**src/common/cursor_pkg.sv**
```systemverilog
`default_nettype none

package cursor_pkg;

  // display geometry and pixel format.
  localparam int coord_w = 6;
  localparam int pixel_w = 8;
  localparam int phase_w = 8;

  localparam int fb_addr_w = 2 * coord_w;
  localparam int fb_depth  = 1 << fb_addr_w;

  // cursor colors.
  localparam logic [pixel_w-1:0] white_px = '1;
  localparam logic [pixel_w-1:0] black_px = '0;

  // phase length loaded by reset.
  localparam logic [phase_w-1:0] default_len = 8'd4;

  typedef enum logic [1:0] {
    addr_x     = 2'd0,
    addr_y     = 2'd1,
    addr_white = 2'd2,
    addr_black = 2'd3
  } cfg_addr_e;

  typedef enum logic [2:0] {
    st_start       = 3'b000,
    st_paint_white = 3'b001,
    st_count_white = 3'b010,
    st_paint_black = 3'b011,
    st_count_black = 3'b100,
    st_done        = 3'b101
  } cursor_state_e;

  typedef struct packed {
    logic [coord_w-1:0] x;
    logic [coord_w-1:0] y;
    logic [phase_w-1:0] white_len;
    logic [phase_w-1:0] black_len;
  } cursor_cfg_t;

  typedef struct packed {
    logic               we;
    logic [coord_w-1:0] x;
    logic [coord_w-1:0] y;
    logic [pixel_w-1:0] data;
  } pixel_wr_t;

endpackage

`default_nettype wire
```
**src/cursor/cursor_regs.sv**
```systemverilog
`default_nettype none

module cursor_regs (
  input  logic                         clk,
  input  logic                         rst,
  input  logic                         cfg_we,
  input  cursor_pkg::cfg_addr_e        cfg_addr,
  input  logic [cursor_pkg::pixel_w-1:0] cfg_wdata,
  output cursor_pkg::cursor_cfg_t      cfg
);

  import cursor_pkg::*;

  // position fields only keep the low bits of the write data.
  logic [coord_w-1:0] wdata_coord;
  logic [phase_w-1:0] wdata_len;

  assign wdata_coord = cfg_wdata[coord_w-1:0];
  assign wdata_len   = cfg_wdata[phase_w-1:0];

  always_ff @(posedge clk) begin
    if (rst) begin
      cfg.x         <= '0;
      cfg.y         <= '0;
      cfg.white_len <= default_len;
      cfg.black_len <= default_len;
    end else if (cfg_we) begin
      case (cfg_addr)
        addr_x: begin
          cfg.x <= wdata_coord;
        end
        addr_y: begin
          cfg.y <= wdata_coord;
        end
        addr_white: begin
          cfg.white_len <= wdata_len;
        end
        addr_black: begin
          cfg.black_len <= wdata_len;
        end
      endcase
    end
  end

endmodule

`default_nettype wire

```
**config.mk**
```make
export PLATFORM = sky130hd
export DESIGN_NAME = cursor_regs
export DESIGN_NICKNAME = d
export VERILOG_FILES = /design/src/common/cursor_pkg.sv /design/src/cursor/cursor_regs.sv
export SDC_FILE = /design/constraint.sdc
export NUM_CORES = 1
export LEC_CHECK = 0
export BUFFER_PORTS_ARGS = -buffer_cell sky130_fd_sc_hd__buf_4
export CAP_MARGIN = 20
export CORE_ASPECT_RATIO = 0.8
export CORE_MARGIN = 3
export CORE_UTILIZATION = 40
export CTS_BUF_LIST = sky130_fd_sc_hd__clkbuf_4
export DETAILED_ROUTE_END_ITERATION = 6
export GPL_TIMING_DRIVEN = 0
export PLACE_DENSITY = 0.66
export SLEW_MARGIN = 5
export SYNTH_ARGS = -nofsm -noshare
export SYNTH_HDL_FRONTEND = slang
export SYNTH_SLANG_ARGS = --single-unit
```
**constraint.sdc**
```tcl
create_clock -name clk -period 1.8 [get_ports clk]
set_input_delay 0.45 -clock clk [delete_from_list [all_inputs] [get_ports clk]]
set_output_delay 0.45 -clock clk [all_outputs]
set_load 0.02 [all_outputs]
```
Yosys cells after proc, flatten, opt, wreduce, memory -nomap -nowiden --
Index checks and enable logic that the tools add are counted.
Cells by class: equality and inequality tests 3, reductions and logical operators 5
Operators by type and width (count):
- $reduce_and A2 Y1 | 4
- $eq A2 B2 Y1 const B | 2
- $eq A2 B1 Y1 const B | 1
- $logic_not A2 Y1 | 1
Storage, ports and cells: register bits after elaboration 28, input port bits 13

Depth between registers and ports, before layout --
depth after elaboration 2, mapped depth 4

Least setup slack after synthesis --
No wires, ideal clock.
kind input -> register, start input cfg_addr[1], end register cfg[22] (netlist name), arrival time 1.084 ns, slack 0.594 ns, stages 3, cell sequence or3b_1 > buf_2 > mux2i_1
Between the ends: cells in the longest elaborated chain, start to end 2
RTL lines:
- start, declared | RTL line cursor_regs.sv:7 | input cursor_pkg::cfg_addr_e cfg_addr,
- $logic_not A2 Y1 | RTL line cursor_regs.sv:28 | case (cfg_addr)
- $reduce_and A2 Y1 (no source line)
- end, declared | RTL line cursor_regs.sv:9 | output cursor_pkg::cursor_cfg_t cfg
Every way passes these cells. A chain may end at the register's enable or synchronous reset.

Final worst setup path --
start register cfg[3] (netlist name), end output cfg[3] (netlist name)
No word-level cell between the ends.

==> results_dict.tcl <==
set metrics [dict create \
    clock_path_buffers 2 \
    synth_cell_types 10 \
    utilization_pct 58.1 \
    internal_power_mw 0.803 \
    vias_per_cell 4.65 \
    num-fill-cells 233 \
    rsz0062_at_grt "no" \
    final_cells 184 \
    first_pass_iters 4 \
    ys.flop_type "dfxtp_1" \
    cts_tree "yes" \
    p_leak_nw 0.738 \
    avgSynthCellArea_um2 10.8 \
    syn_area_um2 1140 \
    gr-total-overflow 0 \
    cts_repair_resize_count 0 \
    finalSetupViolCount 0 \
    maxSlewHeadroom_pct 64.2 \
    switching_power_mw 0.275 \
    antenna_found_initial 0 \
    die_y_um 53.7 \
    ys_top_cells_by_area "dfxtp_1, mux2i_1, nand2b_1, and3b_1, clkbuf_1" \
    path_class "reg2out" \
    fp.coreArea_um2 2580 \
    grt_pass1_wl_um 4080 \
    yosys.area.top_type_share_pct 49.3 \
    num_rows 16 \
    p_seq_share_pct 60.6 \
    ir_drop_mv 0.412 \
    largest_reg_flops 28 \
    slowest_delay_ps 380 \
    worstPathArrival_ps 860 \
    synth-seq-cells 28 \
    clkPwrFrac_pct 24.4 \
    port_buffers 39 \
    crit_slowest_cell "dfxtp_1" \
    drcViolationCount 0 \
    path_clk_slew_ps 150 \
    cts_max_level 1 \
    fin_skew_ps 0 \
    ys_warn_count 0 \
    min_period_ps 1310 \
    avgRoutedWirePerCell_um 13.3 \
    grt_max_degree 16 \
    route.met3.wl_um 162 \
    path_buf_inv 1 \
    cp_max_fo 2 \
    cap_viol_max_count 0 \
    async_flop_share_pct 0 \
    max_freq_mhz 761 \
    postCtsSetupBuffers 0 \
    design_area_um2 1500 \
    critPathLaunchType "flop" \
    worst_slew_pin_slew_ps 535 \
    syn-instance-count 105 \
    drv_slew 0 \
    regArea_um2 561 \
    synth_compound_area_share_pct 0 \
    drive_gt1_share_pct 29.7 \
    yosys-top-cells-count "nand2b_1, dfxtp_1, mux2i_1" \
    die_w_um 65.6 \
    switching_share_pct 25.5 \
    top_regs "cfg (28)" \
    outcome "completed" \
    gp_congestion 0.715 \
    place_inst 180 \
    die_area_um2 3520 \
    cts_hold_buf 0 \
    finalHoldViolCount 0 \
    drt_wl_total_um 2450 \
    route.met2.wl_um 1120 \
    drt_iter0_drc 47 \
    syn_to_final_growth_pct 32.0 \
    synth_top_family_by_area "multiplexers" \
    postRouteAntennaNets 0 \
    multi_input_area_um2 551 \
    cp-end-kind "output pin" \
    initial_utilization_pct 44.0 \
    grt_pass1_vias 843 \
    antenna_cells 0 \
    clkSinkCount 28 \
    placedInstanceArea_um2 1470 \
    insertion_delay_ps 320 \
    synthAdderAreaFrac_pct 0 \
    via_count 855 \
    post-route-period-util_pct 73.0 \
    synth_mux_area_share_pct 24.7 \
    power_density_nw_per_um2 719 \
    final_nets 162 \
    synth_xor_area_share_pct 0 \
    syn_nets 118 \
    route.top_layer_used "met4" \
    clockRootBuffer "clkbuf_4" \
    met1_length_um 1150 \
    worstPathCellList "buf_4" \
    post-dp-hpwl_um 1890 \
    tns_ps 0 \
    seq_area_frac_synth_pct 49.3 \
    pwr-share-comb_pct 15.0 \
    synth_edf_count 0 \
    post-synth-top-area-cell "dfxtp_1" \
    yosys.area_share.simple_pct 23.8 \
    track_usage_pct 15.7 \
    largest_register "cfg" \
    critical_path_required_ps 1350 \
    numCtsBuffers 3 \
    pin_count 41 \
    crit_family "flip-flops" \
    holdCritPathClass "in2reg" \
    synth_most_common_cell "nand2b_1" \
]
## per-stage QoR
step | hold slack [ps] | setup slack [ps] | total power, mW
after CTS | 397 | 477 | 1.09
after global placement | 460 | 271 | 0.829
final | 407 | 487 | 1.08
after detailed placement | 467 | 270 | 0.831
after floorplan | 546 | 594 | 0.758
after global routing | 411 | 437 | 1.12
## final cells by class
class	count	share of cell area [%]
flip-flops and latches	28	37.4
clock inverters	1	0.250
well taps	36	3.00
plain buffers	6	1.67
clock buffers	3	1.50
multi-input cells	71	36.7
repair buffers	39	19.5
## cell usage in the layout, fill, tap and decap left out, drive strengths merged
cell	n
clkinv	1
nand3	1
mux2i	28
dfxtp	28
nand3b	2
nor2	3
or3b	1
buf	41
nand2b	34
clkbuf	7
and3b	2
## worst paths after layout
kind                                            from                    to  slack, ps  cells past startpoint
worst max-delay path             cfg[3]$_SDFFE_PP0P_                cfg[3]        490                      1
worst min-delay path                    cfg_wdata[7]   cfg[7]$_SDFFE_PP0P_        410                      3
worst max register to register  cfg[22]$_SDFFE_PP0P_  cfg[22]$_SDFFE_PP0P_       1160                      2
worst min register to register  cfg[17]$_SDFFE_PP0P_  cfg[17]$_SDFFE_PP0P_        480                      2
## power by group through the flow
stage / clock [mW] / sequential (mW) / combinational (mW)
2_1_floorplan: 0 / 0.693 / 0.0648
3_3_place_gp: 0 / 0.666 / 0.162
3_5_place_dp: 0 / 0.667 / 0.164
4_1_cts: 0.274 / 0.654 / 0.165
5_1_grt: 0.291 / 0.657 / 0.176
6_report: 0.263 / 0.654 / 0.161
## logic make-up (layout without fill, tap and decap cells)
| logic type | after synthesis | after routing |
|---|---|---|
| buf+inv | 6 | 49 |
| flops | 28 | 28 |
| mux | 28 | 28 |
| simple gates | 43 | 43 |
## routing by layer
metal / vias to the layer above / GRT usage [%]
met3: 2 / 5.85
met4: 0 / 3.10
met5: - / 0
li1: 437 / -
met1: 391 / 20.6
met2: 25 / 24.9
(Power assumes the default switching activity.)
