==> src/common/cursor_pkg.sv <==
`default_nettype none

package cursor_pkg;

  // display geometry and pixel format.
  localparam int coord_w = 6;
  localparam int pixel_w = 8;
  localparam int phase_w = 8;

  localparam int fb_addr_w = 2 * coord_w;
  localparam int fb_depth  = 1 << fb_addr_w;

  // cursor colors.
  localparam logic [pixel_w-1:0] white_px = '1;
  localparam logic [pixel_w-1:0] black_px = '0;

  // phase length loaded by reset.
  localparam logic [phase_w-1:0] default_len = 8'd4;

  typedef enum logic [1:0] {
    addr_x     = 2'd0,
    addr_y     = 2'd1,
    addr_white = 2'd2,
    addr_black = 2'd3
  } cfg_addr_e;

  typedef enum logic [2:0] {
    st_start       = 3'b000,
    st_paint_white = 3'b001,
    st_count_white = 3'b010,
    st_paint_black = 3'b011,
    st_count_black = 3'b100,
    st_done        = 3'b101
  } cursor_state_e;

  typedef struct packed {
    logic [coord_w-1:0] x;
    logic [coord_w-1:0] y;
    logic [phase_w-1:0] white_len;
    logic [phase_w-1:0] black_len;
  } cursor_cfg_t;

  typedef struct packed {
    logic               we;
    logic [coord_w-1:0] x;
    logic [coord_w-1:0] y;
    logic [pixel_w-1:0] data;
  } pixel_wr_t;

endpackage

`default_nettype wire
==> src/cursor/cursor_control.sv <==
`default_nettype none

module cursor_control (
  input  logic                    clk,
  input  logic                    rst,
  input  logic                    init,
  input  cursor_pkg::cursor_cfg_t cfg,
  input  logic                    white_done,
  input  logic                    black_done,
  output logic                    count_white,
  output logic                    count_black,
  output cursor_pkg::pixel_wr_t   wr,
  output logic                    cursor_done
);

  import cursor_pkg::*;

  cursor_state_e state;

  // position held for the whole run.
  logic [coord_w-1:0] pos_x;
  logic [coord_w-1:0] pos_y;

  logic               wr_we;
  logic [pixel_w-1:0] wr_data;

  always_ff @(posedge clk) begin
    if (rst) begin
      state <= st_start;
    end else begin
      case (state)
        st_start: begin
          state <= init ? st_paint_white : st_start;
        end
        st_paint_white: begin
          state <= st_count_white;
        end
        st_count_white: begin
          state <= white_done ? st_paint_black : st_count_white;
        end
        st_paint_black: begin
          state <= st_count_black;
        end
        st_count_black: begin
          state <= black_done ? st_done : st_count_black;
        end
        st_done: begin
          state <= st_start;
        end
        default: begin
          state <= st_start;
        end
      endcase
    end
  end

  always_ff @(posedge clk) begin
    if (state == st_start) begin
      pos_x <= cfg.x;
      pos_y <= cfg.y;
    end
  end

  // pixel write and done pulse lag the state by one cycle.
  always_ff @(posedge clk) begin
    if (rst) begin
      wr_we       <= 1'b0;
      cursor_done <= 1'b0;
    end else begin
      wr_we       <= (state == st_paint_white) || (state == st_paint_black);
      cursor_done <= (state == st_done);
    end
  end

  always_ff @(posedge clk) begin
    wr_data <= (state == st_paint_black) ? black_px : white_px;
  end

  assign count_white = (state == st_count_white);
  assign count_black = (state == st_count_black);

  assign wr = '{we: wr_we, x: pos_x, y: pos_y, data: wr_data};

endmodule

`default_nettype wire

==> config.mk <==
export PLATFORM = sky130hd
export DESIGN_NAME = cursor_control
export DESIGN_NICKNAME = d
export VERILOG_FILES = /design/src/common/cursor_pkg.sv /design/src/cursor/cursor_control.sv
export SDC_FILE = /design/constraint.sdc
export NUM_CORES = 1
export LEC_CHECK = 0
export ABC_AREA = 1
export BUFFER_PORTS_ARGS = -buffer_cell sky130_fd_sc_hd__buf_2
export CORE_ASPECT_RATIO = 1.25
export CORE_UTILIZATION = 35
export CTS_BUF_LIST = sky130_fd_sc_hd__clkbuf_8
export DETAILED_ROUTE_END_ITERATION = 12
export PLACE_DENSITY_LB_ADDON = 0.12
export SYNTH_ARGS = -nofsm -noshare
export SYNTH_HDL_FRONTEND = slang
export SYNTH_SLANG_ARGS = --single-unit
==> constraint.sdc <==
create_clock -name clk -period 2.18 [get_ports clk]
set_input_delay 0.218 -clock clk [delete_from_list [all_inputs] [get_ports clk]]
set_output_delay 0.218 -clock clk [all_outputs]
set_load 0.005 [all_outputs]
# Word-level counts from Yosys, hierarchy flattened
# Index checks and enable logic that the tools add are counted.
# word_totals
ff_bits	25
input_bits	33
output_inout_bits	24
word_cells	18
# classes
eq_ne	5
mux	5
reduce_logical	2
# op_table
cell	count
case mux 3 bit (5 select lines)	1
2-to-1 mux 8 bit	1
equality test 3 x 2 -> 1 bit (second input constant)	2
equality test 3 bit (second input constant)	2
equality test 3 x 1 -> 1 bit (second input constant)	1
zero test 3 bit	1
2-to-1 mux 1 bit	3
logical OR 1 bit	1

# Logic depth before layout (Yosys ltp)
# Gate-level depths: netlist (run 1).
# logic_depth
word_depth	2
ltp_mapped	5
mapped_depth_nobuf	5

# Worst setup path before layout (run 1)
# OpenSTA, ideal clock, no wires.
# synth_path
path_type	flip-flop to flip-flop
from	register state[1]
to	register pos_x[0] (enable)
setup_ns	0.396
t_arrival_ns	1.254
required_ns	1.784
path_slack_ns	0.529
stages_incl_launch_ff	2
period_less_slack_ns	1.651
cell_sequence	dfxtp_1 -> nor3_1
# synth_between
elab_chain_len	1
# synth_lines
item	line_no	text
from (decl)	cursor_control.sv:18	cursor_state_e state;
from (signal assigned)	cursor_control.sv:29	state <= st_start;
from (signal assigned)	cursor_control.sv:33	state <= init ? st_paint_white : st_start;
from (signal assigned)	cursor_control.sv:36	state <= st_count_white;
zero test 3 bit	cursor_control.sv:58	if (state == st_start) begin
to (signal assigned)	cursor_control.sv:59	pos_x <= cfg.x;
to (decl)	cursor_control.sv:21	logic [coord_w-1:0] pos_x;
# No other way between the ends.
# A chain may end at the register's enable or synchronous reset.

# Worst setup path after layout (run 1)
# layout_path
from	register state[1]
to	output port count_black
# layout_between
elab_chain_len	1
# layout_lines
item	line_no	text
equality test 3 bit	cursor_control.sv:80	assign count_black = (state == st_count_black);
to (decl)	cursor_control.sv:11	output logic count_black,
# No other way between the ends.

==> run metrics, run 1 <==
run status=finished clean; crit path launch type=register; Clock Skews=0.00219 ns; number of global-route vias before repair=370; final cell area excluding filler cells=855 sq um; #FFs+latches synth=18; CTS root buf=sky130_fd_sc_hd__clkbuf_8; count of mapped cells out of synthesis=48; total via count in the routed design=447; number of DRC markers in iteration 0=5; Post-Synth Simple-Gate Area=9.98%; complex-gate fraction of the synthesized area=1.96%; RSZ-0062 raised after global routing=no; average wire per standard cell=9.73 um; First-pass DRT Iterations=4; share of synthesized area occupied by flip-flops and latches=75.1%; Row Count=16; width of the die=40.2 um; TritonCTS clock tree=yes; count of port buffers added during placement=40; number of instances in the placed design=99; number of top-level pins=57; setup_tns=0 ns; die area=2000 sq um; Post-layout nets=119; maximum number of pins on one net before global-route repair=13; startpoint of the most critical hold path=cfg[18]; number of buffers added for setup after CTS=0; core footprint=1640 sq um; Clock Sinks=18; endpoint kind of the worst setup timing path=output port; global-route wire length before repair=1490 um; global routing usage summed across all routing layers=11.2%; Reg-to-Reg Start=state[1]; ANT cells=0; Worst Path Class, Setup=reg -> out; Total Wirelength=1000 um; number of antenna violations at the first check in global routing=0; Arr. time, crit path=1.04 ns; largest family of logic cells by synthesized area=buffers and inverters; CP Max Fanout=6; Final GP Congestion=0.655; adder-cell area share of the yosys netlist=0%; hold buffer count at cts=0; worst ir drop on vdd=0.388 mV; floorplan die height=49.8 um; Power Dens Cells=863 nW/um^2; worst hold path type=in -> reg; Post-Place Cell Area=810 sq um; post-route minimum period=1.26 ns; syn_nets=81; Num CTS Buffers=3; clock insertion delay at the later pin of the skew report=0.24 ns; CTS resizes=0; GRT overflow=0; multiplexer area fraction after synthesis=0%; CP required=1.96 ns; Warnings, synthesis=0; Avg Vias per Cell=4.34; transition time at the pin with the least slew margin=0.252 ns; fin cells=103; starting density of the core=38.9%; origin of the worst setup path=state[1]; unique cell type count in the Yosys netlist=12; endpoints failing setup=0; max-capacitance violation count=0; H-Tree Depth=1; number of antenna-violating nets in the routed design=0; Max transition margin=83.2%; summed instance area of the synthesized netlist=639 sq um; final-report max-slew violation count=0; total leakage power=0.400 nW; P&R area growth vs syn=33.7%; CTS Buffer Depth=2; clock input transition at the sequential cells of the worst setup and hold paths=0.06 ns; share of the synthesized netlist area taken by xor and xnor gates=0%; FMAX=0.794 GHz; Mean Syn Cell Area=13.3 sq um; share of post-route cells with drive strength above 1=52.9%; number of hold violations in the final report=0; final-layout fill cell count=167; Tcrit/Tclk final=57.7%; DRC violations left=0
[layout by cell type, fill, tap and decap left out]
master | Yosys | layout
sky130_fd_sc_hd__nand4_1 | 1 | 1
sky130_fd_sc_hd__nor2_1 | 2 | 2
sky130_fd_sc_hd__edfxtp_1 | 12 | 12
sky130_fd_sc_hd__nor3_1 | 3 | 3
sky130_fd_sc_hd__inv_2 | 1 | 1
sky130_fd_sc_hd__a21oi_1 | 1 | 1
sky130_fd_sc_hd__buf_2 | 0 | 40
sky130_fd_sc_hd__inv_1 | 5 | 5
sky130_fd_sc_hd__a211oi_1 | 1 | 1
sky130_fd_sc_hd__buf_4 | 8 | 1
sky130_fd_sc_hd__clkinv_1 | 0 | 1
sky130_fd_sc_hd__nand3_1 | 4 | 4
sky130_fd_sc_hd__dfxtp_1 | 6 | 6
sky130_fd_sc_hd__clkbuf_8 | 0 | 3
sky130_fd_sc_hd__nand2_1 | 4 | 4
[report_power, final]
group          switching [mW]  leakage [nW]  internal (mW)  total, mW
combinational          0.0472         0.207         0.0462     0.0934
sequential             0.0133         0.170          0.410      0.423
clock                  0.0964        0.0231          0.125      0.221
[layout make-up]
type	count	area (sq um)	area share, %
multi-input cells	16	76.3	8.93
repair buffers	41	208	24.3
well taps	18	22.5	2.64
flip-flops and latches	18	480	56.2
inverters	6	22.5	2.64
clock buffers	3	41.3	4.83
clock inverters	1	3.75	0.439
[critical path, stage by stage (launching register included)]
cell	delay [ns]
sky130_fd_sc_hd__dfxtp_1	0.36
sky130_fd_sc_hd__nor2_1	0.20
sky130_fd_sc_hd__nand2_1	0.09
sky130_fd_sc_hd__inv_1	0.05
sky130_fd_sc_hd__buf_2	0.10
[metal layers]
layer	vias to the layer above	part of all wire (%)	track usage (%)
li1	230	-	-
met1	195	39	13.2
met2	20	50	16.4
met3	2	9.3	3.15
met4	0	0.90	8.33
met5	-	0	0
[metrics by stage]
stage	setup WS [ns]	hold WS, ns	util, %	power [mW]
2_1_floorplan	0.529	0.287	-	0.473
3_3_place_gp	1.11	0.397	49.3	0.524
3_5_place_dp	1.11	0.397	49.3	0.527
4_1_cts	0.914	0.139	52.1	0.750
5_1_grt	0.815	0.135	52.1	0.782
6_report	0.921	0.147	52.1	0.738
[synthesized netlist by cell type]
cell type	count	area (sq um)
sky130_fd_sc_hd__edfxtp_1	12	360
sky130_fd_sc_hd__dfxtp_1	6	120
sky130_fd_sc_hd__buf_4	8	60.1
sky130_fd_sc_hd__nand4_1	1	6.26
sky130_fd_sc_hd__inv_2	1	3.75
sky130_fd_sc_hd__a21oi_1	1	5.00
sky130_fd_sc_hd__inv_1	5	18.8
sky130_fd_sc_hd__nor2_1	2	7.51
sky130_fd_sc_hd__nand3_1	4	20.0
sky130_fd_sc_hd__nor3_1	3	15.0
sky130_fd_sc_hd__nand2_1	4	15.0
sky130_fd_sc_hd__a211oi_1	1	7.51
[logic make-up (layout without fill, tap and decap cells)]
logic type | count (synthesis) | count (layout)
flops | 18 | 18
simple gates | 14 | 14
buf+inv | 14 | 51
compound gates | 2 | 2
[registers in the layout (all words and copies together), names as in the netlist]
register,count
cursor_done,1
wr_we,1
pos_x,6
wr_data,1
pos_y,6
state,3
[worst paths after layout]
kind	slack (ns)	depth (start not counted)	end
max	0.92	4	count_black
min	0.15	1	pos_y[2]
max reg2reg	1.11	2	pos_x[4]
min reg2reg	0.50	1	wr_data[6]
Note: power is estimated with default switching activity, not from simulation.
==> inputs of run 2 (changes only) <==
clock period = 1.2 ns   (was 2.18 ns; I/O delays follow)
==> run 2 against run 1 <==
  * Utilization up 1.8 points
  * Critical endpoint unchanged
  * Cell area up 3.5%
  * Setup slack worse by 0.82 ns
  * Non-clock buffer count unchanged
  * Count of clock-buffer cells in the layout unchanged
  * Wire length up 3.1%
  * Via count down 0.89%
  * Flip-flop and latch count unchanged
  * First-iteration DRC count down 80%
  * Global-route usage up 0.51 points
  * Die area unchanged
  * Largest cell class unchanged
  * Critical path depth unchanged
==> run metrics, run 2 (synthesis results as in run 1) <==
ANT cells=0 (unchanged); floorplan die height=49.8 um (unchanged); width of the die=40.2 um (unchanged); Largest regs=pos_x (6), pos_y (6), state (3); run status=finished clean; final-report max-slew violation count=0 (unchanged); Clock Sinks=18 (unchanged); CP required=1.08 ns (-0.88 ns); CTS Buffer Depth=2 (unchanged); Arr. time, crit path=0.98 ns (-0.06 ns); endpoints failing setup=0 (unchanged); setup_tns=0 ns (unchanged); final hold slack=0.0481 ns (-0.0988 ns); max-capacitance violation count=0 (unchanged); CTS root buf=sky130_fd_sc_hd__clkbuf_8; most frequent cells in the layout=sky130_fd_sc_hd__buf_2 (40), sky130_fd_sc_hd__edfxtp_1 (12), sky130_fd_sc_hd__inv_1 (5); Tcrit/Tclk final=91.9%; transition time at the pin with the least slew margin=0.166 ns (-0.0858 ns); clock input transition at the sequential cells of the worst setup and hold paths=0.06 ns (about the same); RSZ-0062 raised after global routing=no; FMAX=0.907 GHz; number of global-route vias before repair=379 (+2.4%); H-Tree Depth=1 (unchanged); global routing usage summed across all routing layers=11.7% (+0.51 points); Post-layout nets=119 (unchanged); TritonCTS clock tree=yes; most used routing layer=met2; core footprint=1640 sq um (unchanged); worst ir drop on vdd=0.780 mV (+100%); GRT overflow=0 (unchanged); number of instances in the placed design=99 (unchanged); Clock Skews=0.00502 ns (+0.00283 ns); worst hold path type=in -> reg; number of antenna-violating nets in the routed design=0 (unchanged); Row Count=16 (unchanged); DRC violations left=0 (unchanged); P&R area growth vs syn=38.4%; share of post-route cells with drive strength above 1=58.8% (+5.9 points); total leakage power=0.411 nW (+2.8%); count of port buffers added during placement=40 (unchanged); Worst Path Class, Setup=reg -> out; crit path launch type=register; most common cell after layout, fill and taps aside=sky130_fd_sc_hd__buf_2; maximum number of pins on one net before global-route repair=13 (unchanged); HPWL after detailed placement=829 um; Final GP Congestion=0.651 (-0.72%); number of antenna violations at the first check in global routing=0 (unchanged); average wire per standard cell=10.0 um (+3.1%); number of buffers added for setup after CTS=0 (unchanged); Num CTS Buffers=3 (unchanged); Core Util, Final=53.9% (+1.8 points); First-pass DRT Iterations=3 (-1); Worst Setup Slack, final=0.0973 ns (-0.824 ns); global routing usage on met2=18.0% (+1.6 points); worst slack after detailed placement=0.152 ns (-0.963 ns); Avg Vias per Cell=4.30 (-0.89%); global-route wire length before repair=1610 um (+8.3%); Post-Place Cell Area=833 sq um (+2.9%); total via count in the routed design=443 (-0.89%); Max transition margin=88.9% (+5.7 points); starting density of the core=38.9% (unchanged); CP Max Fanout=6 (unchanged); GR Util met3=3.15% (unchanged); die area=2000 sq um (unchanged); Total Wirelength=1030 um (+3.1%); fin cells=103 (unchanged); endpoint kind of the worst setup timing path=output port; met1 routing resource usage after global routing=14.1% (+0.88 points); clock insertion delay at the later pin of the skew report=0.24 ns (about the same); number of top-level pins=57 (unchanged); number of DRC markers in iteration 0=1 (-4); number of hold violations in the final report=0 (unchanged); final cell area excluding filler cells=885 sq um (+3.5%); Final Power=1.37 mW (+86%); Power Dens Cells=1550 nW/um^2 (+79%); post-route minimum period=1.10 ns
run 2: worst max-delay path, stage by stage, from the launching register on:
cell	delay (ns)
sky130_fd_sc_hd__dfxtp_2	0.36
sky130_fd_sc_hd__nor2_2	0.15
sky130_fd_sc_hd__nand2_1	0.08
sky130_fd_sc_hd__inv_1	0.06
sky130_fd_sc_hd__buf_2	0.10
run 2: report_power, final:
part	switching [mW]	total, mW	internal (mW)
Sequential	0.0299	0.777	0.747
Clock	0.173	0.399	0.226
Combinational	0.0886	0.195	0.106
Total	0.291	1.37	1.08
run 2: final timing paths:
check / startpoint / endpoint / slack (ns) / cells past startpoint
max: state[1] / count_black / 0.1 / 4
min: cfg[24] / pos_x[2] / 0.05 / 1
max reg2reg: state[1] / pos_y[0] / 0.18 / 2
min reg2reg: state[1] / wr_data[6] / 0.50 / 1
run 2: area by class of cell:
class	count	area, sq um
multi-input combinational	16	90.1
tap	18	22.5
inverter	6	22.5
timing repair buffer	41	220
clock buffer	3	41.3
clock inverter	1	3.75
sequential	18	484
fill	150	757
run 2: routing by layer:
layer | vias to the layer above | part of all wire [%]
met1 | 189 | 41
li1 | 229 | -
met3 | 2 | 9.0
met5 | - | 0
met2 | 23 | 49
met4 | 0 | 0.87
run 2: what timing repair did:
action	CTS	global route
gates resized for setup	0	4
setup endpoints to repair	0	2
hold buffers	0	0
