$ cat config.mk
export PLATFORM = sky130hd
export DESIGN_NAME = phase_timer
export DESIGN_NICKNAME = d
export VERILOG_FILES = /design/src/common/cursor_pkg.sv /design/src/hdl/phase_timer.sv
export SDC_FILE = /design/constraint.sdc
export NUM_CORES = 1
export LEC_CHECK = 0
export ABC_CLOCK_PERIOD_IN_PS = 1500
export BUFFER_PORTS_ARGS = -buffer_cell sky130_fd_sc_hd__buf_4
export CORE_UTILIZATION = 30
export DETAILED_ROUTE_END_ITERATION = 16
export GPL_ROUTABILITY_DRIVEN = 0
export PLACE_DENSITY = 0.51
export SLEW_MARGIN = 25
export SYNTH_ARGS = -nofsm -noshare
export SYNTH_HDL_FRONTEND = slang
export SYNTH_SLANG_ARGS = --single-unit
$ cat constraint.sdc
create_clock -name clk -period 1.5 [get_ports clk]
set_clock_uncertainty 0.1 [all_clocks]
set_input_delay 0.3 -clock clk [delete_from_list [all_inputs] [get_ports clk]]
set_output_delay 0.3 -clock clk [all_outputs]
set_load 0.02 [all_outputs]
$ cat src/common/cursor_pkg.sv
`default_nettype none

package cursor_pkg;

  // display geometry and pixel format.
  localparam int coord_w = 6;
  localparam int pixel_w = 8;
  localparam int phase_w = 8;

  localparam int fb_addr_w = 2 * coord_w;
  localparam int fb_depth  = 1 << fb_addr_w;

  // cursor colors.
  localparam logic [pixel_w-1:0] white_px = '1;
  localparam logic [pixel_w-1:0] black_px = '0;

  // phase length loaded by reset.
  localparam logic [phase_w-1:0] default_len = 8'd4;

  typedef enum logic [1:0] {
    addr_x     = 2'd0,
    addr_y     = 2'd1,
    addr_white = 2'd2,
    addr_black = 2'd3
  } cfg_addr_e;

  typedef enum logic [2:0] {
    st_start       = 3'b000,
    st_paint_white = 3'b001,
    st_count_white = 3'b010,
    st_paint_black = 3'b011,
    st_count_black = 3'b100,
    st_done        = 3'b101
  } cursor_state_e;

  typedef struct packed {
    logic [coord_w-1:0] x;
    logic [coord_w-1:0] y;
    logic [phase_w-1:0] white_len;
    logic [phase_w-1:0] black_len;
  } cursor_cfg_t;

  typedef struct packed {
    logic               we;
    logic [coord_w-1:0] x;
    logic [coord_w-1:0] y;
    logic [pixel_w-1:0] data;
  } pixel_wr_t;

endpackage

`default_nettype wire
$ cat src/hdl/phase_timer.sv
`default_nettype none

module phase_timer (
  input  logic                           clk,
  input  logic                           rst,
  input  logic                           enable,
  input  logic [cursor_pkg::phase_w-1:0] len,
  output logic                           done
);

  import cursor_pkg::*;

  logic [phase_w-1:0] count;

  // count restarts from zero on every new phase.
  always_ff @(posedge clk) begin
    if (rst || !enable) begin
      count <= '0;
    end else begin
      count <= count + 1'b1;
    end
  end

  // first enabled cycle sees count 0, so the phase is len+1 cycles.
  assign done = enable && (count == len);

endmodule

`default_nettype wire

# Word-level counts from Yosys, hierarchy flattened
# Cells that the tools add are included.
dict set report totals {
  regBits 8
  latch_bits 0
  mem_bits_rw 0
  romBits 0
  in_bits 11
  out_inout_bits 1
  word_cells 6
  n_memories 0
}
dict set report op_classes {
  addsub 1
  n_mul 0
  div 0
  n_lt_le_gt_ge 0
  eq_ne 1
  shifts 0
  muxes 0
  bitwise 0
  n_reduce_logical 3
}
# op count
set op_table {}
lappend op_table {{$add A8 B1 Y8 const B} 1}
lappend op_table {{$eq A8 B8 Y1} 1}
lappend op_table {{$logic_and A1 B1 Y1} 1}
lappend op_table {{$logic_not A1 Y1} 1}
lappend op_table {{$logic_or A1 B1 Y1} 1}

# Longest topological paths before layout
# Gate-level depths: netlist (run 1).
dict set report logic_depth {
  ltp_word 2
  depth_mapped 4
  depth_no_buf 4
}

# Least setup slack after synthesis (run 1)
# Ideal clock, no wire load.
dict set report synth_path {
  path_kind {register to output}
  startpoint {register count[3]}
  endpoint {output done}
  arrival_time_ns 1.157
  t_required_ns 1.100
  slack_ns -0.057
  path_stages_with_launch 5
  path_buffers 1
  cell_sequence {dfxtp_1 > clkbuf_2 > xnor2_1 > nand4_1 > nor3_1}
}
dict set report synth_via {
  elab_chain_cells 2
}
# item line_no
set synth_rtl {}
lappend synth_rtl {{from (decl)} phase_timer.sv:13} ;# logic [phase_w-1:0] count;
lappend synth_rtl {{from (signal assigned)} phase_timer.sv:20} ;# count <= count + 1'b1;
lappend synth_rtl {{$eq A8 B8 Y1} phase_timer.sv:25} ;# assign done = enable && (count == len);
lappend synth_rtl {{$logic_and A1 B1 Y1} phase_timer.sv:25}
lappend synth_rtl {{to (decl)} phase_timer.sv:8} ;# output logic done
# No other way between the ends.

# Final worst setup path (run 1)
dict set report layout_path {
  startpoint {register count[6]}
  endpoint {output done}
}
# Same word-level chain as after synthesis.

==> results.md, run 1 <==
* Status: complete, but fails checks
* Failing checks: negative setup slack
* Final-report hold violation count at 0
* Post-route cell area at 592 um2
* Synth Area in XOR/XNOR at around a quarter
* Biggest register: count
* Ranking of synthesized cells by area: dfxtp_1 (39%), xnor2_1 (19%), nor2_1 (4.6%)
* Max frequency at around 650 MHz
* Seq cells post-synth at 8
* Final min period at approximately 1500 ps
* Initial Util at about a third
* Final period util at 102%
* Worst hold path class: register to register
* Post-Syn Nets at 60
* P_leak at ~0.22 nW
* DRC errors left at 0
* Hold Path Depth at 1
* PwrDens at a little over 700 nW/um2
* Share of the synthesized area in the top cell type at 39.1%
* Pins Over Slew Limit at 0
* Initial antenna violation count at 0
* Ratio of cells with drive above 1 in the final layout at between 40 and 50%
* RSZ-0062 raised after global routing: yes
* Worst-margin pin slew at 319 ps
* Multi-input gate area at between 200 and 250 um2
* Startpoint types: register
* Sequential cell area at roughly 170 um2
* Hold slack final at between 300 and 400 ps
* Int Pwr at 337 uW
* Post-synthesis mux area share at 0%
* Clock transition at path regs at ~50 ps
* Worst setup EP type: output port
* Die H at about 40 um
* Detailed placement HPWL at around 660 um
* ANT nets after route at 0
* CTS Hold Bufs at 0
* Power share of the combinational group at about 11%
* Commonest non-fill, non-tap cell in the layout: buf_4
* Clk buf depth at 2
* Power share of the clock group at roughly 38%
* Worst Hold End: count[0]
* Worst Setup Path Type: register to output port
* Synth cell types at 17
* Synth Area in Simple Gates at about a quarter
* GRT Overall Usage at around 14%
* Max-cap check violation count at 0
* Cell taking the most area after synthesis: dfxtp_1
* Total power at around 430 uW
* Mapped cell area at ~410 um2
* TritonRoute pass-1 iters at 4
* CP max FO at 2
* Sequential power share at about half
* Worst reg2reg endpoint: count[6]
* Setup Viol. Count Final at 1
* Clock buffer count from CTS at 3
* Crit-path slowest cell: dfxtp_2
* Fin Setup TNS at -30.3 ps
* Die Span X at 38.9 um
* Worst EP arrival at about 1100 ps
* Nets at 80
* Sw frac at around a fifth
* Compound-gate portion of the synthesized area at ~7.3%
* Reg2reg path depth at 5
* Vias in the first global route at about 340
* Most frequent cells in the layout: buf_4 (17), xnor2_1 (8), dfxtp_2 (6)
* Max VDD drop at around 380 uV
* Largest net degree at the start of global routing at 9
* Post-Synth Adder-Cell Area at 3.06%
* Hold path start: count[0]
* Critical Path, Cell by Cell: xnor2_1 > nand4_1 > nor3_2 > buf_4
* Max transition margin at 78.8%
* Gr ovfl total at 0
* Reg-to-reg slack, setup at around 100 ps
* Seq/Total Area, Yosys at 39.1%
* Place WS at between 90 and 100 ps
* Synth warn at 0
* Antenna diode count at 0
* Sw Pwr at slightly above 90 uW
* Post-Syn Area per Cell at ~8.5 um2
* Routed WL at roughly 840 um
* Launching point of the worst reg2reg path: count[1]
* Starting DRT DRC Count at 4
* First-pass GRT wire length at 1.34 mm
* Largest family of logic cells by synthesized area: simple AND/OR/NAND/NOR gates
* TritonCTS clock tree: yes
* Drt wl/cell at ~10 um
* Area Overhead vs Synth at 44.6%
* Core area at 1190 um2
* Vias at roughly 370
* DP Area at ~540 um2
* Max stage delay on crit path at 330 ps
* Largest regs: count: 8 flops
* Via density at roughly 4.6
* WP data required at ~1100 ps
* CTS root buffer: clkbuf_4
* Worst setup margin at -30.3 ps
* Clock H-tree levels at 1
* Clk Latency, worst-skew pair at around 250 ps
* IO Pins at 12
* Die area at approximately 1500 um2
* Fillers at 121
* Clock Sinks at 8
* Core Rows at 12
* Cells after synthesis at 48
* Max reg flops at 8
* Port bufs at 11
[cell usage after synthesis]
cell,n
clkbuf_2,1
dfxtp_1,8
nand3_2,1
clkbuf_1,1
xnor2_1,9
nand4_1,2
nand2b_1,1
o21ai_0,3
ha_1,1
xor2_1,2
nor2_1,5
inv_1,1
a21oi_1,3
nand2_1,3
or3_1,3
nor3_1,1
nand3_1,3
[through the flow]
stage,util [%],std cells
after floorplan,-,48
after global placement,45.8,76
after detailed placement,45.8,76
after CTS,49.9,80
after global routing,49.9,80
final,49.9,80
[routing by layer]
layer / part of all wire, % / global-route usage [%]
met1: 50 / 15.3
met2: 44 / 22.1
met3: 6.2 / 5.20
met4: 0 / 10.3
met5: 0 / 0
[power by group through the flow]
stage	Clock, mW	Combinational [mW]	Sequential, mW
final	0.163	0.0487	0.218
after detailed placement	0	0.0459	0.223
after floorplan	0	0.0213	0.223
after CTS	0.171	0.0496	0.218
after global routing	0.189	0.0525	0.218
after global placement	0	0.0454	0.223
[how the worst max path moves through the flow]
stage | depth (start not counted) | to | slack, ps | start
finish | 4 | done | -30 | count[6]
detailed placement | 5 | done | 100 | len[4]
global placement | 5 | done | 100 | len[1]
global route | 4 | done | -130 | count[3]
floorplan | 4 | done | 90 | count[3]
CTS | 4 | done | -50 | count[6]
[kinds of logic after synthesis]
| kind of cell | after synthesis |
|---|---|
| AOI/OAI and AO/OA | 6 |
| buffers and inverters | 3 |
| DFF | 8 |
| and+or+nand+nor | 19 |
| xor gates and xnor gates | 11 |
| adders and majority gates | 1 |
[timing repair]
item,CTS,global route
setup buffers,1,0
setup endpoints to repair,1,1
pin swaps,8,0
gates resized for setup,9,0
[worst max-delay path: cells and delay by family (launching register included)]
family                 cells  cell delay, ps
buffers and inverters      1             150
AND/OR/NAND/NOR            2             270
XOR/XNOR                   1             130
flip-flops                 1             330
[final cells by class]
class	count	share of cell area (%)
inverter	1	0.634
sequential	8	29.0
tap	14	2.96
clock buffer	3	3.81
multi-input combinational	37	42.1
timing repair buffer	17	21.6
No activity file was read; power rests on OpenSTA's default activity.
==> run 2, diff against run 1 <==
- ABC_AREA: not set -> 1
- GPL_TIMING_DRIVEN: not set -> 0
- PLACE_DENSITY: 0.51 -> 0.5
==> run 2 against run 1 <==
Against the previous run: the run still ends with negative setup slack left; clock power is essentially flat; largest power group unchanged; cell count grew 40%; non-clock buffer count shrank 1; hold slack lost 130 ps; flip-flop and latch count is the same; area after synthesis grew 16%; first-iteration DRC count grew 100%; final area grew 12%; sequential power is essentially flat; utilization shrank 2.0 points; via count grew 36%; clock-buffer cell count is the same.
==> results.md, run 2 <==
* Status: complete, but fails checks (unchanged)
* Failing checks: negative setup slack (unchanged)
* Routed WL at 1.03 mm (was 837 um)
* Share of the synthesized area in the top cell type at 33.8% (was 39.1%)
* Nets at 111 (was 80)
* Max transition margin at 85.8% (was 78.8%)
* GRT Overall Usage at 14.1% (about the same)
* Die H at 41.8 um (was 38.9 um)
* Largest regs: count: 8 flops (unchanged)
* Detailed placement HPWL at 751 um (was 658 um)
* Area Overhead vs Synth at 39.6% (was 44.6%)
* Commonest non-fill, non-tap cell in the layout: nand2_1 (was buf_4)
* Count leader, synth: nand2_1 (was xnor2_1)
* Most frequent cells in the layout: nand2_1 (18), buf_4 (16), inv_1 (13) (was buf_4 (17), xnor2_1 (8), dfxtp_2 (6))
* Pins Over Slew Limit at 0 (unchanged)
* Fillers at 149 (was 121)
* Top delay family on crit path: simple AND/OR/NAND/NOR gates (was flip-flops)
* Critical Path, Cell by Cell: inv_2 > nand2_1 > nand2_1 > nor2_1 > nand3_2 > nor2_1 > buf_4 (was xnor2_1 > nand4_1 > nor3_2 > buf_4)
* Worst reg2reg endpoint: count[4] (was count[6])
* Clock Sinks at 8 (unchanged)
* ANT nets after route at 0 (unchanged)
* Clock H-tree levels at 1 (unchanged)
* Hold Path Depth at 4 (was 1)
* Reg-to-reg slack, setup at 260 ps (was 100 ps)
* Seq/Total Area, Yosys at 33.8% (was 39.1%)
* Ratio of cells with drive above 1 in the final layout at 37.1% (was 45.5%)
* Starting DRT DRC Count at 8 (was 4)
* Cell taking the most area after synthesis: dfxtp_1 (unchanged)
* Vias in the first global route at 463 (was 341)
* Max stage delay on crit path at 350 ps (was 330 ps)
* Worst setup margin at -48.5 ps (was -30.3 ps)
* Core area at 1380 um2 (was 1190 um2)
* Worst setup EP type: output port (unchanged)
* Cells after synthesis at 78 (was 48)
* Die area at 1740 um2 (was 1520 um2)
* Worst Path Buf+Inv at 2 (was 1)
* Hold path start: rst (was count[0])
* DRC errors left at 0 (unchanged)
* Place WS at 132 ps (was 100 ps)
* Core Rows at 13 (was 12)
* Reg2reg path depth at 7 (was 5)
* CP max FO at 3 (was 2)
* CTS root buffer: clkbuf_4 (unchanged)
* Worst-margin pin slew at 213 ps (was 319 ps)
* TritonRoute pass-1 iters at 4 (unchanged)
* Vias at 499 (was 366)
* Launching point of the worst reg2reg path: count[1] (unchanged)
* Max reg flops at 8 (unchanged)
* Synth cell count leaders: nand2_1 (21), inv_1 (14), nor2_1 (10), dfxtp_1 (8), a21oi_1 (5) (was xnor2_1 (9), dfxtp_1 (8), nor2_1 (5))
* Worst EP arrival at 1150 ps (was 1130 ps)
* Die Span X at 41.8 um (was 38.9 um)
* TritonCTS clock tree: yes (unchanged)
* Synth Flop Type: dfxtp_1 (unchanged)
* Worst Hold End: count[7] (was count[0])
* CTS Hold Bufs at 0 (unchanged)
* Antenna diode count at 0 (unchanged)
* Synth warn at 0 (unchanged)
* Post-synth EDFFs at 0 (unchanged)
* WP data required at 1100 ps (about the same)
* Final min period at 1550 ps (was 1530 ps)
* P_leak at 0.312 nW (was 0.224 nW)
* Port bufs at 11 (unchanged)
* Max VDD drop at 523 uV (was 380 uV)
* PwrDens at 657 nW/um2 (was 725 nW/um2)
* Fin Setup TNS at -48.5 ps (was -30.3 ps)
* Initial Util at 34.3% (was 34.5%)
* Via density at 4.46 (was 4.58)
* Setup Viol. Count Final at 1 (unchanged)
* RSZ-0062 raised after global routing: yes (unchanged)
* Startpoint types: register (unchanged)
* Initial antenna violation count at 0 (unchanged)
* First-pass GRT wire length at 1.88 mm (was 1.34 mm)
* DP Area at 576 um2 (was 543 um2)
* Drt wl/cell at 9.22 um (was 10.5 um)
* Ranking of synthesized cells by area: dfxtp_1 (34%), nand2_1 (17%), inv_1 (11%) (was dfxtp_1 (39%), xnor2_1 (19%), nor2_1 (4.6%))
* Final period util at 103% (was 102%)
* Max-cap check violation count at 0 (unchanged)
* Worst Setup Path Type: register to output port (unchanged)
* Clk Latency, worst-skew pair at 250 ps (about the same)
* Biggest register: count (unchanged)
* Final-report hold violation count at 0 (unchanged)
* Clk buf depth at 2 (unchanged)
* Multi-input gate area at 262 um2 (was 249 um2)
* Crit-path slowest cell: dfxtp_2 (unchanged)
* Post-Syn Area per Cell at 6.08 um2 (was 8.52 um2)
* Synth cell types at 17 (unchanged)
* Clock transition at path regs at 60 ps (was 50 ps)
* Seq cells post-synth at 8 (unchanged)
* Post-Syn Nets at 90 (was 60)
* Largest net degree at the start of global routing at 6 (was 9)
* Max frequency at 646 MHz (was 653 MHz)
* Post-synth ARST share at 0% (unchanged)
* Sequential cell area at 171 um2 (unchanged)
* Mapped cell area at 474 um2 (was 409 um2)
* IO Pins at 12 (unchanged)
* Crit path depth at 7 (was 4)
* Clock buffer count from CTS at 3 (unchanged)
* Hold slack final at 221 ps (was 352 ps)
* Worst hold path class: input port to register (was register to register)
* Post-route cell area at 662 um2 (was 592 um2)
* Gr ovfl total at 0 (unchanged)
==> run 2: how the worst max path moves through the flow <==
stage,from,endpoint,slack [ps]
3_5_place_dp,count[3],done,130
5_1_grt,count[3],done,-150
6_report,count[5],done,-50
3_3_place_gp,count[3],done,130
2_1_floorplan,count[3],done,160
4_1_cts,count[1],done,-40
==> run 2: cells by family after synthesis <==
kind of cell | Yosys count | synth area share (%)
compound gates | 9 | 9.76
simple gates | 40 | 35.9
flops | 8 | 33.8
buf+inv | 18 | 14.2
fa+ha+maj | 1 | 2.64
xor+xnor | 2 | 3.69
==> run 2: through the flow <==
| step | power, mW | utilization (%) | cells |
|---|---|---|---|
| after floorplan | 0.248 | - | 78 |
| after global placement | 0.274 | 41.6 | 104 |
| after detailed placement | 0.275 | 41.6 | 104 |
| after CTS | 0.437 | 46.2 | 111 |
| after global routing | 0.464 | 47.9 | 112 |
| final | 0.435 | 47.9 | 112 |
==> run 2: layout make-up <==
cell class | count | area share [%]
clock buffers | 3 | 3.40
inverters | 18 | 10.2
multi-input cells | 52 | 39.5
flip-flops and latches | 8 | 25.9
well taps | 15 | 2.84
repair buffers | 16 | 18.1
==> run 2: tightest hold or removal path, cell delays in order <==
cell     delay, ps
buf_4           80
nor2_2          50
nand2_1         60
nor2_1          30
==> run 2: repair_timing <==
item | in CTS | in global routing
hold endpoints to repair | 0 | 0
setup buffers | 4 | 1
setup endpoints to repair | 1 | 1
pin swaps | 0 | 3
resized for setup | 7 | 6
==> run 2: power by group <==
group	total, mW	switching [mW]	internal, mW
sequential	0.217	0.00351	0.213
combinational	0.0567	0.0253	0.0314
clock	0.161	0.0700	0.0914
total	0.435	0.0988	0.336
==> run 2: routing by layer <==
metal	track usage [%]	vias to the layer above	part of all wire (%)
li1	-	277	-
met1	17.0	211	51
met2	22.2	9	44
met3	4.35	2	3.3
met4	7.74	0	1.5
met5	0	-	0
==> run 3, diff against run 2 <==
- SKIP_LAST_GASP: not set -> 1
==> run 3 against run 2 <==
Against the previous run: the flow still finishes with violations (negative setup slack); critical path depth did not move; die area unchanged; clock power hardly changed; register-to-register slack is essentially flat; sequential share of layout area increased by 0.098 points; final area shrank 0.38%; total power fell by 0.19%; first-iteration DRC count unchanged; hold slack did not move; sequential power is essentially flat; clock-buffer cell count is the same; global-route usage is the same.
==> results.md, run 3 (synthesized netlist as in run 2, its figures left out) <==
* Final-report hold violation count at 0 (unchanged)
* Gr ovfl total at 0 (unchanged)
* P_leak at 0.311 nW (was 0.312 nW)
* GR Util met1 at 17.0% (unchanged)
* Biggest register: count (unchanged)
* Worst setup EP type: output port (unchanged)
* Clock Sinks at 8 (unchanged)
* IO Pins at 12 (unchanged)
* Largest net degree at the start of global routing at 6 (unchanged)
* Max reg flops at 8 (unchanged)
* Most Used Layer, Global Route: met2 (unchanged)
* Detailed placement HPWL at 751 um (unchanged)
* Port bufs at 11 (unchanged)
* CTS root buffer: clkbuf_4 (unchanged)
* Pins Over Slew Limit at 0 (unchanged)
* Max VDD drop at 523 uV (about the same)
* Reg2reg path depth at 7 (unchanged)
* Worst-margin pin slew at 213 ps (unchanged)
* TritonRoute pass-1 iters at 4 (unchanged)
* Worst reg2reg endpoint: count[4] (unchanged)
* PwrDens at 658 nW/um2 (was 657 nW/um2)
* Commonest non-fill, non-tap cell in the layout: nand2_1 (unchanged)
* Ratio of cells with drive above 1 in the final layout at 35.1% (was 37.1%)
* Via density at 4.44 (was 4.46)
* Failing checks: negative setup slack (unchanged)
* Clock buffer count from CTS at 3 (unchanged)
* Vias in the first global route at 463 (unchanged)
* GRT Overall Usage at 14.1% (unchanged)
* Worst hold path class: input port to register (unchanged)
* Worst EP arrival at 1150 ps (about the same)
* Fillers at 148 (was 149)
* Antenna diode count at 0 (unchanged)
* Core Rows at 13 (unchanged)
* Fin cells at 112 (unchanged)
* RSZ-0062 raised after global routing: yes (unchanged)
* Setup Viol. Count Final at 1 (unchanged)
* Launching point of the worst reg2reg path: count[1] (unchanged)
* Final min period at 1550 ps (about the same)
* Hold path start: rst (unchanged)
* Routed WL at 1.03 mm (about the same)
* CTS Hold Bufs at 0 (unchanged)
* Max-cap check violation count at 0 (unchanged)
* Placed cell count at 104 (unchanged)
* ANT nets after route at 0 (unchanged)
* Clk buf depth at 2 (unchanged)
* Die area at 1740 um2 (unchanged)
* Hold Path Depth at 4 (unchanged)
* Vias at 497 (was 499)
* Clock transition at path regs at 60 ps (about the same)
* Status: complete, but fails checks (unchanged)
* Final period util at 103% (about the same)
* M2 GR Usage at 22.2% (unchanged)
* Die H at 41.8 um (unchanged)
* Post-route cell area at 659 um2 (was 662 um2)
* First-pass GRT wire length at 1.88 mm (unchanged)
* Startpoint types: register (unchanged)
* Core area at 1380 um2 (unchanged)
* Multi-input gate area at 259 um2 (was 262 um2)
* DRC errors left at 0 (unchanged)
* Drt wl/cell at 9.19 um (was 9.22 um)
* Met3 global-route usage at 4.35% (unchanged)
* Clock H-tree levels at 1 (unchanged)
* Worst setup margin at -45.2 ps (was -48.5 ps)
* Clk Latency, worst-skew pair at 250 ps (about the same)
* WP data required at 1100 ps (about the same)
* Nets at 111 (unchanged)
* Initial antenna violation count at 0 (unchanged)
* Starting DRT DRC Count at 8 (unchanged)
* DP Area at 576 um2 (unchanged)
* Max transition margin at 85.8% (unchanged)
* Reg-to-reg slack, setup at 260 ps (about the same)
* Most frequent cells in the layout: nand2_1 (19), buf_4 (16), inv_1 (14) (was nand2_1 (18), buf_4 (16), inv_1 (13))
* Die Span X at 41.8 um (unchanged)
* Worst Setup Path Type: register to output port (unchanged)
* Largest regs: count: 8 flops (unchanged)
* TritonCTS clock tree: yes (unchanged)
* Area Overhead vs Synth at 39.0% (was 39.6%)
* Max frequency at 647 MHz (was 646 MHz)
* Worst Hold End: count[7] (unchanged)
* CP max FO at 3 (unchanged)
* Hold slack final at 221 ps (unchanged)
* Initial Util at 34.3% (unchanged)
* Sequential cell area at 171 um2 (unchanged)
==> run 3: changes by cell type in the layout (fill, tap and decap cells not counted) <==
cell     change
inv_1        +1
inv_2        -1
nand2_1      +1
nand2_2      -1
==> run 3: timing repair <==
action / in CTS / in global routing
resized for setup: 7 / 4
pin swaps: 0 / 3
buffers inserted: 4 / 1
endpoints found under the setup margin: 1 / 1
==> run 3: metrics by stage <==
stage	utilization [%]	power, mW	TNS (ps)	worst slack, ps
2_1_floorplan	-	0.248	0	159
3_3_place_gp	41.6	0.274	0	127
3_5_place_dp	41.6	0.275	0	132
4_1_cts	46.2	0.437	-38.2	-38.2
5_1_grt	47.7	0.464	-151	-151
6_report	47.7	0.434	-45.2	-45.2
==> run 3: report_power, final <==
part           internal [mW]  switching (mW)  total, mW
clock                 0.0914          0.0700      0.161
sequential             0.213         0.00325      0.216
combinational         0.0311          0.0250     0.0562
==> run 3: how the worst max path moves through the flow <==
| stage | startpoint | to | slack [ps] | cells after the start |
|---|---|---|---|---|
| 3_3_place_gp | count[3] | done | 130 | 7 |
| 3_5_place_dp | count[3] | done | 130 | 7 |
| 2_1_floorplan | count[3] | done | 160 | 6 |
| 5_1_grt | count[3] | done | -150 | 7 |
| 6_report | count[3] | done | -50 | 7 |
| 4_1_cts | count[1] | done | -40 | 7 |
==> run 3: final cells by class <==
cell class,count,share of cell area (%)
sequential,8,26.0
timing repair buffer,16,18.2
inverter,18,10.2
multi-input combinational,52,39.3
tap,15,2.85
clock buffer,3,3.42
==> run 3: critical path, cell delays in order (launching register included) <==
cell and delay [ps]:
dfxtp_4 350, inv_1 40, nand2_1 40, nand2_1 50, nor2_2 110, nand3_2 70
nor2_1 80, buf_4 140
==> run 3: routing by layer <==
metal	up-vias	share of wire (%)	wire length (um)
li1	277	-	-
met1	209	51	523
met2	9	44	455
met3	2	3.3	34
met4	0	1.6	16
met5	-	0	0
